==> config.mk <==
export PLATFORM = sky130hd
export DESIGN_NAME = surf_cout_rx
export DESIGN_NICKNAME = d
export VERILOG_FILES = /design/src/logic/surf_phy_pkg.sv /design/src/logic/surf_apb_pkg.sv /design/src/logic/rx_ifs.sv /design/src/logic/lane_deserializer.sv /design/src/logic/word_fifo.sv /design/src/logic/phy_ctrl_apb.sv /design/src/logic/surf_cout_rx.sv
export SDC_FILE = /design/constraint.sdc
export NUM_CORES = 1
export LEC_CHECK = 0
export BUFFER_PORTS_ARGS = -buffer_cell sky130_fd_sc_hd__buf_2
export CAP_MARGIN = 0
export CORE_ASPECT_RATIO = 1.4
export CORE_MARGIN = 5
export CORE_UTILIZATION = 40
export CTS_CLUSTER_DIAMETER = 120
export DETAILED_ROUTE_END_ITERATION = 7
export GPL_TIMING_DRIVEN = 1
export HOLD_SLACK_MARGIN = 0.03
export SLEW_MARGIN = 10
export SYNTH_ARGS = -nofsm -noshare
export SYNTH_HDL_FRONTEND = slang
export SYNTH_SLANG_ARGS = --single-unit
==> constraint.sdc <==
create_clock -name sysclk_i -period 4.45 [get_ports sysclk_i]
set_clock_uncertainty 0.1 [all_clocks]
set_input_delay 1.335 -clock sysclk_i [delete_from_list [all_inputs] [get_ports sysclk_i]]
set_output_delay 1.335 -clock sysclk_i [all_outputs]
set_load 0.005 [all_outputs]
==> src/logic/surf_phy_pkg.sv <==
package surf_phy_pkg;

    // word widths per lane
    localparam int DOUT_BITS = 8;
    localparam int COUT_BITS = 4;

    // delay line reaches 0 to 31 bit times
    localparam int MAX_TAP = 31;

    // word buffer between the lanes and the register block
    localparam int FIFO_DEPTH = 8;

    // assembled dout word, msb is the oldest bit
    typedef logic [DOUT_BITS-1:0] dout_word_t;

    // assembled cout word, half the dout width
    typedef logic [COUT_BITS-1:0] cout_nib_t;

    // delay tap select
    typedef logic [4:0] tap_t;

    // fifo fill count, 0 to FIFO_DEPTH
    typedef logic [3:0] fill_t;

endpackage

==> src/logic/surf_apb_pkg.sv <==
package surf_apb_pkg;

    // byte address and data of the register port
    typedef logic [4:0]  apb_addr_t;
    typedef logic [31:0] apb_data_t;

    // register map
    localparam apb_addr_t REG_CTRL    = 5'h00;
    localparam apb_addr_t REG_TAP     = 5'h04;
    localparam apb_addr_t REG_TAP_CUR = 5'h08;
    localparam apb_addr_t REG_STATUS  = 5'h0C;
    localparam apb_addr_t REG_DATA    = 5'h10;

    // bits of REG_CTRL, each one a single cycle pulse
    localparam int CTRL_LOAD_COUT = 0;
    localparam int CTRL_LOAD_DOUT = 1;
    localparam int CTRL_SLIP_COUT = 2;
    localparam int CTRL_SLIP_DOUT = 3;

endpackage

==> src/logic/rx_ifs.sv <==
// assembled words from a producer to a consumer
interface lane_word_if;
    logic                       valid;
    surf_phy_pkg::dout_word_t   dout;
    surf_phy_pkg::cout_nib_t    cout;
    logic                       ready;

    modport src (
        output valid,
        output dout,
        output cout,
        input  ready
    );

    modport dst (
        input  valid,
        input  dout,
        input  cout,
        output ready
    );
endinterface

// tap loads and bitslips from the register block, current taps back
interface phy_ctrl_if;
    surf_phy_pkg::tap_t tap_value;
    logic               load_cout;
    logic               load_dout;
    logic               slip_cout;
    logic               slip_dout;
    surf_phy_pkg::tap_t cout_tap;
    surf_phy_pkg::tap_t dout_tap;

    modport ctl (
        output tap_value,
        output load_cout,
        output load_dout,
        output slip_cout,
        output slip_dout,
        input  cout_tap,
        input  dout_tap
    );

    modport phy (
        input  tap_value,
        input  load_cout,
        input  load_dout,
        input  slip_cout,
        input  slip_dout,
        output cout_tap,
        output dout_tap
    );
endinterface

==> src/logic/lane_deserializer.sv <==
module lane_deserializer #(
    parameter bit COUT_INV = 1'b0,
    parameter bit DOUT_INV = 1'b0
) (
    input  logic     sysclk_i,
    input  logic     iserdes_rst_i,
    input  logic     dout_sync_i,
    input  logic     cout_i,
    input  logic     dout_i,
    phy_ctrl_if.phy  ctrl_i,
    lane_word_if.src word_o
);

    typedef enum logic {
        HOLD,
        RUN
    } align_state_t;

    align_state_t state;

    // lane 0 is cout, lane 1 is dout
    logic [1:0]                      ser_in;
    logic [1:0]                      ser_dly;
    logic [1:0]                      tap_load;
    logic [surf_phy_pkg::MAX_TAP:0]  hist [2];
    surf_phy_pkg::tap_t              tap [2];

    logic [$clog2(surf_phy_pkg::DOUT_BITS)-1:0] bit_cnt;
    surf_phy_pkg::dout_word_t dout_sr;
    surf_phy_pkg::dout_word_t dout_next;
    surf_phy_pkg::cout_nib_t  cout_sr;
    surf_phy_pkg::cout_nib_t  cout_next;
    logic bit_adv;
    logic cout_step;
    logic cout_skip;
    logic skip_now;
    logic word_done;

    logic                     word_valid;
    surf_phy_pkg::dout_word_t word_dout;
    surf_phy_pkg::cout_nib_t  word_cout;

    // fixed polarity swap per lane
    assign ser_in   = {dout_i ^ DOUT_INV, cout_i ^ COUT_INV};
    assign tap_load = {ctrl_i.load_dout, ctrl_i.load_cout};

    // realignment hold, released only on a dout_sync_i edge
    always_ff @(posedge sysclk_i) begin
        if (iserdes_rst_i) begin
            state <= HOLD;
        end else if (state == HOLD && dout_sync_i) begin
            state <= RUN;
        end
    end

    // delay line, hist[k] holds the bit from k+1 cycles ago
    always_ff @(posedge sysclk_i) begin
        for (int l = 0; l < 2; l++) begin
            hist[l] <= {hist[l][surf_phy_pkg::MAX_TAP-1:0], ser_in[l]};
        end
    end

    always_ff @(posedge sysclk_i) begin
        for (int l = 0; l < 2; l++) begin
            if (iserdes_rst_i) begin
                tap[l] <= '0;
            end else if (tap_load[l]) begin
                tap[l] <= ctrl_i.tap_value;
            end
        end
    end

    always_comb begin
        for (int l = 0; l < 2; l++) begin
            ser_dly[l] = hist[l][tap[l]];
        end
    end

    assign ctrl_i.cout_tap = tap[0];
    assign ctrl_i.dout_tap = tap[1];

    // a dout slip stalls the counter, which moves the word boundary by one bit
    assign bit_adv   = !ctrl_i.slip_dout;
    assign cout_step = bit_adv && bit_cnt[0];
    assign skip_now  = cout_skip || ctrl_i.slip_cout;
    assign word_done = bit_adv &&
                       (bit_cnt == $bits(bit_cnt)'(surf_phy_pkg::DOUT_BITS - 1));

    assign dout_next = {dout_sr[surf_phy_pkg::DOUT_BITS-2:0], ser_dly[1]};
    assign cout_next = (cout_step && !skip_now) ?
                       {cout_sr[surf_phy_pkg::COUT_BITS-2:0], ser_dly[0]} : cout_sr;

    always_ff @(posedge sysclk_i) begin
        if (iserdes_rst_i || state == HOLD) begin
            bit_cnt    <= '0;
            dout_sr    <= '0;
            cout_sr    <= '0;
            cout_skip  <= 1'b0;
            word_valid <= 1'b0;
        end else begin
            dout_sr    <= dout_next;
            cout_sr    <= cout_next;
            word_valid <= word_done;
            if (bit_adv) begin
                bit_cnt <= bit_cnt + 1'b1;
            end
            // a pending cout slip is used up on the next shift slot
            cout_skip <= cout_step ? 1'b0 : skip_now;
        end
    end

    always_ff @(posedge sysclk_i) begin
        if (word_done) begin
            word_dout <= dout_next;
            word_cout <= cout_next;
        end
    end

    // ready is not looked at, the fifo drops what it cannot take
    assign word_o.valid = word_valid;
    assign word_o.dout  = word_dout;
    assign word_o.cout  = word_cout;

endmodule

==> src/logic/word_fifo.sv <==
module word_fifo (
    input  logic                sysclk_i,
    input  logic                iserdes_rst_i,
    input  logic                ovf_clr_i,
    lane_word_if.dst            wr_i,
    lane_word_if.src            rd_o,
    output surf_phy_pkg::fill_t fill_o,
    output logic                ovf_o
);

    logic [$clog2(surf_phy_pkg::FIFO_DEPTH)-1:0] wr_ptr;
    logic [$clog2(surf_phy_pkg::FIFO_DEPTH)-1:0] rd_ptr;

    surf_phy_pkg::dout_word_t mem_dout [surf_phy_pkg::FIFO_DEPTH];
    surf_phy_pkg::cout_nib_t  mem_cout [surf_phy_pkg::FIFO_DEPTH];

    surf_phy_pkg::fill_t fill;
    logic full;
    logic push;
    logic pop;
    logic ovf;

    assign full       = (fill == surf_phy_pkg::fill_t'(surf_phy_pkg::FIFO_DEPTH));
    assign wr_i.ready = !full;
    assign push       = wr_i.valid && wr_i.ready;
    assign rd_o.valid = (fill != '0);
    assign pop        = rd_o.valid && rd_o.ready;

    always_ff @(posedge sysclk_i) begin
        if (iserdes_rst_i) begin
            wr_ptr <= '0;
            rd_ptr <= '0;
            fill   <= '0;
            ovf    <= 1'b0;
        end else begin
            if (push) begin
                wr_ptr <= wr_ptr + 1'b1;
            end
            if (pop) begin
                rd_ptr <= rd_ptr + 1'b1;
            end
            case ({push, pop})
                2'b10:   fill <= fill + 1'b1;
                2'b01:   fill <= fill - 1'b1;
                default: fill <= fill;
            endcase
            // sticky, a drop in the same cycle wins over the clear
            if (wr_i.valid && !wr_i.ready) begin
                ovf <= 1'b1;
            end else if (ovf_clr_i) begin
                ovf <= 1'b0;
            end
        end
    end

    always_ff @(posedge sysclk_i) begin
        if (push) begin
            mem_dout[wr_ptr] <= wr_i.dout;
            mem_cout[wr_ptr] <= wr_i.cout;
        end
    end

    assign rd_o.dout = mem_dout[rd_ptr];
    assign rd_o.cout = mem_cout[rd_ptr];
    assign fill_o    = fill;
    assign ovf_o     = ovf;

endmodule

==> src/logic/phy_ctrl_apb.sv <==
module phy_ctrl_apb (
    input  logic                    sysclk_i,
    input  logic                    iserdes_rst_i,
    input  logic                    psel_i,
    input  logic                    penable_i,
    input  logic                    pwrite_i,
    input  surf_apb_pkg::apb_addr_t paddr_i,
    input  surf_apb_pkg::apb_data_t pwdata_i,
    input  surf_phy_pkg::fill_t     fill_i,
    input  logic                    ovf_i,
    output surf_apb_pkg::apb_data_t prdata_o,
    output logic                    pready_o,
    output logic                    pslverr_o,
    output logic                    ovf_clr_o,
    phy_ctrl_if.ctl                 ctrl_o,
    lane_word_if.dst                word_i
);

    logic               access;
    logic               wr_access;
    logic               rd_access;
    logic               ctrl_wr;
    logic               addr_err;
    surf_phy_pkg::tap_t tap_reg;

    // no wait states, every access phase completes
    assign pready_o  = 1'b1;
    assign access    = psel_i && penable_i;
    assign wr_access = access && pwrite_i;
    assign rd_access = access && !pwrite_i;

    always_ff @(posedge sysclk_i) begin
        if (iserdes_rst_i) begin
            tap_reg <= '0;
        end else if (wr_access && paddr_i == surf_apb_pkg::REG_TAP) begin
            tap_reg <= pwdata_i[4:0];
        end
    end

    // pulses come straight out of the access phase so loads land on the next edge
    assign ctrl_wr          = wr_access && (paddr_i == surf_apb_pkg::REG_CTRL);
    assign ctrl_o.tap_value = tap_reg;
    assign ctrl_o.load_cout = ctrl_wr && pwdata_i[surf_apb_pkg::CTRL_LOAD_COUT];
    assign ctrl_o.load_dout = ctrl_wr && pwdata_i[surf_apb_pkg::CTRL_LOAD_DOUT];
    assign ctrl_o.slip_cout = ctrl_wr && pwdata_i[surf_apb_pkg::CTRL_SLIP_COUT];
    assign ctrl_o.slip_dout = ctrl_wr && pwdata_i[surf_apb_pkg::CTRL_SLIP_DOUT];

    // status bit 8 is write one to clear
    assign ovf_clr_o = wr_access && (paddr_i == surf_apb_pkg::REG_STATUS) && pwdata_i[8];

    // pop at the end of a data read, only when a word is there
    assign word_i.ready = rd_access && (paddr_i == surf_apb_pkg::REG_DATA) && word_i.valid;

    always_comb begin
        prdata_o = '0;
        addr_err = 1'b0;
        case (paddr_i)
            surf_apb_pkg::REG_CTRL: begin
                prdata_o = '0;
            end
            surf_apb_pkg::REG_TAP: begin
                prdata_o[4:0] = tap_reg;
            end
            surf_apb_pkg::REG_TAP_CUR: begin
                prdata_o[4:0]  = ctrl_o.cout_tap;
                prdata_o[12:8] = ctrl_o.dout_tap;
                addr_err       = pwrite_i;
            end
            surf_apb_pkg::REG_STATUS: begin
                prdata_o[3:0] = fill_i;
                prdata_o[8]   = ovf_i;
            end
            surf_apb_pkg::REG_DATA: begin
                // empty fifo reads as all zero
                if (word_i.valid) begin
                    prdata_o[7:0]  = word_i.dout;
                    prdata_o[11:8] = word_i.cout;
                    prdata_o[31]   = 1'b1;
                end
                addr_err = pwrite_i;
            end
            default: begin
                addr_err = 1'b1;
            end
        endcase
    end

    assign pslverr_o = access && addr_err;

endmodule

==> src/logic/surf_cout_rx.sv <==
module surf_cout_rx #(
    parameter bit COUT_INV = 1'b0,
    parameter bit DOUT_INV = 1'b0
) (
    input  logic                    sysclk_i,
    input  logic                    iserdes_rst_i,
    input  logic                    dout_sync_i,
    input  logic                    cout_i,
    input  logic                    dout_i,
    input  logic                    psel_i,
    input  logic                    penable_i,
    input  logic                    pwrite_i,
    input  surf_apb_pkg::apb_addr_t paddr_i,
    input  surf_apb_pkg::apb_data_t pwdata_i,
    output surf_apb_pkg::apb_data_t prdata_o,
    output logic                    pready_o,
    output logic                    pslverr_o
);

    surf_phy_pkg::fill_t fill;
    logic                ovf;
    logic                ovf_clr;

    // deserializer to fifo, then fifo to register block
    lane_word_if phy_word ();
    lane_word_if fifo_word ();
    phy_ctrl_if  phy_ctrl ();

    lane_deserializer #(
        .COUT_INV(COUT_INV),
        .DOUT_INV(DOUT_INV)
    ) lane_deserializer_i (
        .sysclk_i     (sysclk_i),
        .iserdes_rst_i(iserdes_rst_i),
        .dout_sync_i  (dout_sync_i),
        .cout_i       (cout_i),
        .dout_i       (dout_i),
        .ctrl_i       (phy_ctrl),
        .word_o       (phy_word)
    );

    word_fifo word_fifo_i (
        .sysclk_i     (sysclk_i),
        .iserdes_rst_i(iserdes_rst_i),
        .ovf_clr_i    (ovf_clr),
        .wr_i         (phy_word),
        .rd_o         (fifo_word),
        .fill_o       (fill),
        .ovf_o        (ovf)
    );

    phy_ctrl_apb phy_ctrl_apb_i (
        .sysclk_i     (sysclk_i),
        .iserdes_rst_i(iserdes_rst_i),
        .psel_i       (psel_i),
        .penable_i    (penable_i),
        .pwrite_i     (pwrite_i),
        .paddr_i      (paddr_i),
        .pwdata_i     (pwdata_i),
        .fill_i       (fill),
        .ovf_i        (ovf),
        .prdata_o     (prdata_o),
        .pready_o     (pready_o),
        .pslverr_o    (pslverr_o),
        .ovf_clr_o    (ovf_clr),
        .ctrl_o       (phy_ctrl),
        .word_i       (fifo_word)
    );

endmodule

; ---- Word-level counts from Yosys, hierarchy flattened
; Memories as Yosys holds them, arrays and structs flattened. A register that Yosys moved wholly into a read port is not among the register bits.
; Cells that the tools add are included.
[classes]
add_sub_neg = 5
magnitude_cmp = 2
n_eq_ne = 8
muxes = 34
n_bitwise = 3
reduce_logical = 34
[op_table]
columns = op, n
row1 = 1-bit logical AND, 21
row2 = 1-bit 2-to-1 mux, 17
row3 = 4-bit case mux with 4 select lines, 1
row4 = 3-bit 2-to-1 mux, 5
row5 = "5-bit by 6-bit less-than comparator with 1-bit output, second input constant", 2
row6 = 12-bit 2-to-1 mux, 1
row7 = 1-bit binary-select mux with 5-bit select, 2
row8 = "5-bit by 4-bit equality test with 1-bit output, second input constant", 2
row9 = 5-bit 2-to-1 mux, 2
row10 = "3-bit by 1-bit adder with 3-bit output, second input constant", 3
row11 = 4-bit case mux with 2 select lines, 1
row12 = 1-bit case mux with 3 select lines, 2
row13 = 3-bit case mux with 2 select lines, 1
row14 = "5-bit by 3-bit equality test with 1-bit output, second input constant", 1
row15 = "5-bit equality test, second input constant", 1
row16 = 5-bit zero test, 1
row17 = "4-bit by 1-bit adder with 4-bit output, second input constant", 1
row18 = "4-bit equality test, second input constant", 1
row19 = 1-bit zero test, 4
row20 = 4-bit 2-to-1 mux, 1
row21 = 2-bit nonzero test, 2
row22 = 4-bit nonzero test, 1
row23 = 2-bit OR reduction, 2
row24 = "4-bit by 1-bit subtractor with 4-bit output, second input constant", 1
row25 = other kinds (8), 10
[totals]
ff_bits = 45
ram_bits = 170
in_bits = 45
output_inout_bits = 34
word_cells = 103
n_memories = 4
[memory_table]
columns = memory, words, word_bits, read_ports, rd_clocked_by_memory_dff, wr, line
row1 = lane_deserializer_i.hist, 2, 32, 2, 0, 2, lane_deserializer.sv:25  ; logic [surf_phy_pkg::MAX_TAP:0] hist [2];
row2 = word_fifo_i.mem_dout, 8, 8, 1, 1, 1, word_fifo.sv:14  ; surf_phy_pkg::dout_word_t mem_dout [surf_phy_pkg::FIFO_DEPTH];
row3 = word_fifo_i.mem_cout, 8, 4, 1, 1, 1, word_fifo.sv:15  ; surf_phy_pkg::cout_nib_t mem_cout [surf_phy_pkg::FIFO_DEPTH];
row4 = lane_deserializer_i.tap, 2, 5, 2, 0, 2, lane_deserializer.sv:26  ; surf_phy_pkg::tap_t tap [2];

; ---- Logic depth before layout (Yosys ltp)
; Gate-level depths: netlist of the first run.
[depth]
word_depth = 8
mapped_depth = 12
mapped_depth_nobuf = 10

; ---- Hierarchy
; A second synthesis of the first run with hierarchy kept.
[unflattened]
hier_cells = 535
hier_area_um2 = 8394.3
[modules_own_cells]
columns = module, instances, cells_each, area_per_inst_um2, seq_area_each_um2
row1 = word_fifo, 1, 219, 4401.7, 3163.0
row2 = lane_deserializer, 1, 218, 3265.6, 2282.2
row3 = phy_ctrl_apb, 1, 98, 726.9, 100.1

; ---- Worst setup path after synthesis of the first run
; OpenSTA, ideal clock, no wires.
[synth_timing]
path_type = in2out
startpoint = in paddr_i[3]
endpoint = out prdata_o[8]
arrival_ns = 2.854
required_ns = 3.015
setup_slack_ns = 0.161
stages = 6
n_path_buf = 3
cell_sequence = buf_6 or4_4 or3b_1 buf_6 clkbuf_1 o22ai_1
[synth_between]
elab_chain_cells = 2
word_cells_on_any_way = 4
classes_between = 3 x eq/ne / 1 x mux
[synth_lines]
columns = element, line
row1 = "start, declared", surf_cout_rx.sv:13  ; input surf_apb_pkg::apb_addr_t paddr_i,
row2 = 5-bit equality test or 5-bit by 4-bit equality test with 1-bit output (tied branches), phy_ctrl_apb.sv:57  ; case (paddr_i)
row3 = 1-bit case mux with 3 select lines *, phy_ctrl_apb.sv:57
row4 = "end, declared", surf_cout_rx.sv:15  ; output surf_apb_pkg::apb_data_t prdata_o,
; Mark *: on every way between the ends. The rest lies on a longest branch, timed or not.

; ---- Worst setup path in the final report of the first run
[layout_timing]
startpoint = in paddr_i[1]
endpoint = out prdata_o[8]
; The elaborated chain is that of the path after synthesis.

==> results of run 1 <==
-- path summary, 6_finish.rpt --
check,from,to,slack [ns],cells after the start
setup / recovery,paddr_i[1],prdata_o[8],0.06,6
hold / removal,lane_deserializer_i.hist[0][43],lane_deserializer_i.hist[0][44],0.24,0
setup reg to reg,word_fifo_i.fill_o[1],word_fifo_i.fill_o[2],1.56,10
hold reg to reg,lane_deserializer_i.hist[0][43],lane_deserializer_i.hist[0][44],0.24,0
-- layout by cell type (no fill, tap or decap), drive strengths merged, types with 7 or more instances in the layout --
cell	n
edfxtp	118
dfxtp	100
buf	50
mux4	40
nor2	32
clkbuf	31
and2	25
mux2i	24
nand2	19
conb	19
a21oi	13
inv	12
mux2	8
nor3	8
nor2b	7
o22ai	7
ha	7
o21ai	7
-- per-layer routing --
metal	global-route usage	wire length (µm)
met3	0.0246	874
met4	0.0321	265
met1	0.168	6180
met2	0.235	7910
met5	0	0
-- layout make-up --
type	instances	area [µm²]
tap	252	315
timing repair buffer	50	305
clock inverter	7	37.5
fill	1726	10700
sequential	218	5550
inverter	6	22.5
multi-input combinational	259	2350
clock buffer	31	646
-- worst reg2reg max path, stage by stage, from the launching register on --
cell and delay, ns:
dfxtp_1 0.48, nor3_1 0.11, a21boi_0 0.59, inv_1 0.23, ha_1 0.31, xor2_1 0.16, ha_1 0.18, a21oi_1 0.14
xor2_1 0.09, or3_1 0.31, a21oi_1 0.13
-- logic make-up after synthesis --
family,count (synthesis)
AO/OA/AOI/OAI,41
XOR/XNOR,7
adder cells (fa/ha/maj),7
buffers and inverters,45
flip-flops,218
multiplexers,72
other,2
AND/OR/NAND/NOR,113
-- stage by stage --
| stage | hold slack (ns) | std cells | util | worst slack [ns] | area, µm² |
|---|---|---|---|---|---|
| 2_1_floorplan | 0.226 | 522 | - | 0.161 | 8150 |
| 3_5_place_dp | 0.234 | 785 | 0.429 | 0.0564 | 8540 |
| 4_1_cts | 0.248 | 823 | 0.463 | 0.0554 | 9220 |
| 6_report | 0.244 | 823 | 0.463 | 0.0626 | 9220 |
| 5_1_grt | 0.252 | 823 | 0.463 | 0.00680 | 9220 |
| 3_3_place_gp | 0.233 | 785 | 0.429 | 0.0880 | 8540 |
-- what timing repair did --
action	CTS	global route
setup endpoints to repair	0	1
buffers inserted	0	0
gates resized for setup	0	1
-- power by group through the flow --
stage | Clock, mW | Sequential, mW | Combinational [mW]
global route | 1.85 | 2.17 | 0.0947
floorplan | 0 | 2.19 | 0.0752
global placement | 0 | 2.20 | 0.0845
CTS | 1.76 | 2.16 | 0.0865
finish | 1.72 | 2.16 | 0.0859
detailed placement | 0 | 2.21 | 0.0862
==> qor.yml, run 1 <==
logic_synthesis:
  synthXorXnorAreaFrac: 0.00759
  yosysTopAreaCell: "edfxtp_1"
  ys_async_sr_fraction: 0
  number_of_synthesized_register_bits: 218
  yosysUniqueCellTypes: 45
  synth_sequential_area_ratio: 0.686
  synthFlopType: "edfxtp_1"
  post_synth_mux_area_share: 0.152
  yosys.area_share.adder: 0.0108
  synth_edf_count: 118
  yosys.cell_count.top_type: "edfxtp_1"
  synth.cell_area_um2: 8080
  ys_warn_count: 0
  syn_avg_cell_area_um2: 16.0
  synth_top_cell_area_share: 0.438
  yosys-top-cells-count: "edfxtp_1, dfxtp_1, mux4_2"
  netlist_instances: 505
  combinational_family_with_the_most_area_after_synthesis: "multiplexers"
  ranking_of_synthesized_cells_by_area: "edfxtp_1, dfxtp_1, mux4_2"
  synth_area_in_compound_gates: 0.0341
  synth-simple-area-share: 0.0760
finish:
  nets: 608
  largestRegisters: "lane_deserializer_i.hist x64, word_fifo_i.mem_dout x64, word_fifo_i.mem_cout x32"
  antenna-diode-count: 0
  fraction_of_final_layout_cells_with_drive_strength_greater_than_1: 0.240
  areaGrowthSynthToFinish_pct: 14.1
clocking:
  cts_max_path_buffers: 3
  cts.sinks: 218
  ctsHtreeMaxLevel: 1
  clk-insertion-delay-late_ns: 0.49
  cts_tree: "yes"
  root_buffer: "clkbuf_16"
  numCtsBuffers: 21
  path_clk_slew_ns: 0.06
  hold_buffers: 0
worst_setup_path:
  crit_path_max_incr_delay_ns: 0.54
  crit_type: "input port to output pin"
  worst-path-buf-inv: 3
  crit_path_end_kind: "output pin"
  critPathRequiredTime_ns: 3.01
  critical_path.slowest_cell: "or4_4"
  crit_chain: "buf_2 > or4_4 > or3b_1 > buf_12 > o22ai_1 > buf_2"
  critical_path.startpoint_type: "input port"
  critPathMaxFanout: 15
  timing.critical_path.max_delay_family: "simple AND/OR/NAND/NOR gates"
  critical_path_arrival_ns: 2.95
  cpMostUsedCell: "buf_2"
routing:
  antenna_violating_nets_post_route: 0
  drt-vias-per-instance: 5.02
  drt-wirelength-per-cell_um: 18.5
  drc: 0
  num_vias: 4129
  wl_um: 15200
  dr.first_iter.drc_count: 181
  detailedRoute.firstPassIterationCount: 4
sta:
  report.final.slew_viol_count: 0
  rsz_0062_raised_after_global_routing: "no"
  report.final.hold_viol_count: 0
  timing.max_slew.rel_slack: 0.416
  f_max_mhz: 228
  worst_pin_slew_ns: 0.875
  timing.final.setup_violations: 0
  tns_ns: 0
  period_needed_ns: 4.39
  final_min_period_over_clock_period: 0.986
die:
  floorplan.die.height_um: 178
  core.rowCount: 61
  floorplan.io_pins: 79
  chipWidth_um: 130
  design.core.area_um2: 19900
  floorplan.initialDensity: 0.406
  full_die_area_um2: 23200
pwr:
  p_int_mw: 3.19
  combPwrFrac: 0.022
  switching_fraction: 0.196
  p_per_area_nw_per_um2: 430
  seqPwrFrac: 0.545
  net-switching-power_uw: 776
  total_power_mw: 3.97
  pwr-share-clk: 0.433
  power.ir.vdd_worst_mv: 0.228
  static-leakage-power_nw: 3.28
placement:
  gp_routability_congestion: 0.842
  dpl.hpwl_um: 10200
  number_of_buffers_added_on_ports: 33
grt:
  grt_max_degree: 25
  grt-ovfl-total: 0
  grt_pass1_vias: 4262
  initial_antenna_violation_count: 0
  groute.usage.overall: 0.133
  grt_first_pass_wirelength_um: 23800
status:
  run_status: "finished clean"
worst_hold_path:
  hold_class: "flip-flop to flip-flop"
run:
  max_cap_violations: 0
Power figures use the tool's default switching activity.
==> run 2, diff against run 1 <==
--- a/config.mk
+++ b/config.mk
@@ -12,9 +12,10 @@
 export CORE_UTILIZATION = 40
 export CTS_CLUSTER_DIAMETER = 120
 export DETAILED_ROUTE_END_ITERATION = 7
+export GPL_ROUTABILITY_DRIVEN = 0
 export GPL_TIMING_DRIVEN = 1
 export HOLD_SLACK_MARGIN = 0.03
-export SLEW_MARGIN = 10
+export SLEW_MARGIN = 20
 export SYNTH_ARGS = -nofsm -noshare
 export SYNTH_HDL_FRONTEND = slang
 export SYNTH_SLANG_ARGS = --single-unit
==> constraint.sdc (replaced) <==
create_clock -name sysclk_i -period 4.53 [get_ports sysclk_i]
set_clock_uncertainty 0.1 [all_clocks]
set_input_delay 1.359 -clock sysclk_i [delete_from_list [all_inputs] [get_ports sysclk_i]]
set_output_delay 1.359 -clock sysclk_i [all_outputs]
set_load 0.005 [all_outputs]
==> run 2 against run 1 <==
Effect of this change:
- first-iteration DRC count rose by 18%
- via count rose by 1.9%
- worst setup slack improved by 0.041 ns
- utilization fell by 0.069 points
- cell count did not move
- clock power barely moved
- sequential power fell by 2%
- die area did not move
- critical path type unchanged
==> qor.yml, run 2 (same netlist as run 1, synthesis figures left out) <==
grt:
  grt_pass1_vias: 4478  # +5.1%
  grt_first_pass_wirelength_um: 24700  # +3.7%
  initial_antenna_violation_count: 0  # unchanged
  groute.usage.overall: 0.139  # +0.00570
  grt-ovfl-total: 0  # unchanged
  grt_max_degree: 25  # unchanged
worst_setup_path:
  crit_type: "input port to output pin"
  critPathMaxFanout: 15  # unchanged
  r2r_setup_slack_ns: 1.66  # +0.10 ns
  critical_path.startpoint_type: "input port"
  critPathRequiredTime_ns: 3.07  # +0.06 ns
  critical_path_arrival_ns: 2.97  # +0.02 ns
  register_to_register_path_depth: 10  # unchanged
  r2r-end: "word_fifo_i.fill_o[2]"
  worst_r2r_startpoint: "word_fifo_i.fill_o[1]"
  crit_path_end_kind: "output pin"
routing:
  drt-vias-per-instance: 5.11  # +1.9%
  num_vias: 4207  # +1.9%
  dr.first_iter.drc_count: 213  # +18%
  drc: 0  # unchanged
  drt-wirelength-per-cell_um: 18.9  # +1.9%
  detailedRoute.firstPassIterationCount: 4  # unchanged
  wl_um: 15500  # +1.9%
  antenna_violating_nets_post_route: 0  # unchanged
sta:
  report.final.slew_viol_count: 0  # unchanged
  timing.hold.ws_ns: 0.245  # +0.00130 ns
  timing.final.setup_violations: 0  # unchanged
  timing.max_slew.rel_slack: 0.417  # +0.00140
  f_max_mhz: 226
  tns_ns: 0  # unchanged
  period_needed_ns: 4.43
  final_min_period_over_clock_period: 0.977
  rsz_0062_raised_after_global_routing: "no"
  report.final.hold_viol_count: 0  # unchanged
  worst_pin_slew_ns: 0.873  # -0.00210 ns
placement:
  instance_area_after_placement_um2: 8540  # unchanged
  number_of_buffers_added_on_ports: 33  # unchanged
  dpl.hpwl_um: 10400  # +2.1%
die:
  floorplan.io_pins: 79  # unchanged
  design.core.area_um2: 19900  # unchanged
  floorplan.initialDensity: 0.406  # unchanged
  core.rowCount: 61  # unchanged
  floorplan.die.height_um: 178  # unchanged
  chipWidth_um: 130  # unchanged
  full_die_area_um2: 23200  # unchanged
worst_hold_path:
  hp-start: "lane_deserializer_i.hist[0][10]"
  timing.hold.worst_endpoint: "lane_deserializer_i.hist[0][11]"
  hold_path_depth: 0  # unchanged
  hold_class: "flip-flop to flip-flop"
pwr:
  p_per_area_nw_per_um2: 423  # -1.5%
  static-leakage-power_nw: 3.26  # -0.48%
  power.ir.vdd_worst_mv: 0.271  # +19%
  seqPwrFrac: 0.545  # about the same
  combPwrFrac: 0.022  # about the same
  net-switching-power_uw: 773  # -0.36%
  p_int_mw: 3.13  # -2.0%
  total_power_mw: 3.90  # -1.7%
  pwr-share-clk: 0.434  # about the same
  switching_fraction: 0.198  # +0.00260
clocking:
  root_buffer: "clkbuf_16"
  cts_tree: "yes"
  cts_max_path_buffers: 3  # unchanged
  numCtsBuffers: 21  # unchanged
  hold_buffers: 0  # unchanged
  post_cts_resized: 0  # unchanged
  clk-insertion-delay-late_ns: 0.50  # about the same
  ctsHtreeMaxLevel: 1  # unchanged
  cts.sinks: 218  # unchanged
  postCtsSetupBuffers: 0  # unchanged
  path_clk_slew_ns: 0.06  # about the same
status:
  run_status: "finished clean"
finish:
  layout.cells.most_common: "edfxtp_1"
  antenna-diode-count: 0  # unchanged
  nets: 608  # unchanged
  largestRegisters: "lane_deserializer_i.hist x64, word_fifo_i.mem_dout x64, word_fifo_i.mem_cout x32"
  areaGrowthSynthToFinish_pct: 13.9
  fraction_of_final_layout_cells_with_drive_strength_greater_than_1: 0.242  # +0.00175
  final_design_area_no_fill_um2: 9210  # -0.15%
  utilization: 0.462  # -0.000690
  final_cell_mix: "edfxtp_1, dfxtp_1, mux4_2"
run:
  max_cap_violations: 0  # unchanged
[run 2: changes by cell type in the layout (fill, tap and decap cells not counted)]
cell	before	now
clkinv_2	1	6
inv_1	9	6
clkbuf_1	4	6
clkbuf_8	4	2
inv_4	2	0
bufinv_16	0	1
clkbuf_16	23	22
o21ai_0	6	7
o21ai_1	1	0
[run 2: final cells by class]
cell class	instances	area (µm²)
Multi-Input combinational cell	259	2350
Fill cell	1706	10700
Timing Repair Buffer	50	305
Clock inverter	8	68.8
Inverter	6	22.5
Sequential cell	218	5550
Clock buffer	30	601
Tap cell	252	315
[run 2: how the worst max path moves through the flow]
stage	start	to	cells past startpoint
2_1_floorplan	paddr_i[3]	prdata_o[8]	6
3_3_place_gp	paddr_i[1]	prdata_o[8]	6
3_5_place_dp	paddr_i[1]	prdata_o[9]	6
4_1_cts	paddr_i[1]	prdata_o[9]	6
5_1_grt	paddr_i[1]	prdata_o[9]	6
6_report	paddr_i[1]	prdata_o[9]	6
[run 2: worst max-delay path: stages]
cell     delay, ns
buf_2         0.12
or4_4         0.54
or3b_1        0.41
buf_12        0.18
o21ai_0       0.20
buf_2         0.15
[run 2: per-layer routing]
layer  vias to the layer above  GRT usage  part of all wire
li1                       1950          -                 -
met1                      2121      0.167              0.39
met2                       111      0.245              0.53
met3                        25     0.0282             0.068
met4                         0     0.0459             0.021
met5                         -          0                 0
[run 2: power groups by stage]
stage,logic (mW),clock network (mW),registers [mW]
5_1_grt,0.0933,1.83,2.13
3_3_place_gp,0.0831,0,2.16
3_5_place_dp,0.0848,0,2.17
6_report,0.0844,1.69,2.12
4_1_cts,0.0852,1.74,2.12
2_1_floorplan,0.0739,0,2.15
[run 2: stage by stage]
step	worst slack, ns	cells
6_report	0.103	823
5_1_grt	0.0110	823
4_1_cts	0.0862	823
3_5_place_dp	0.0902	785
3_3_place_gp	0.110	785
2_1_floorplan	0.193	522
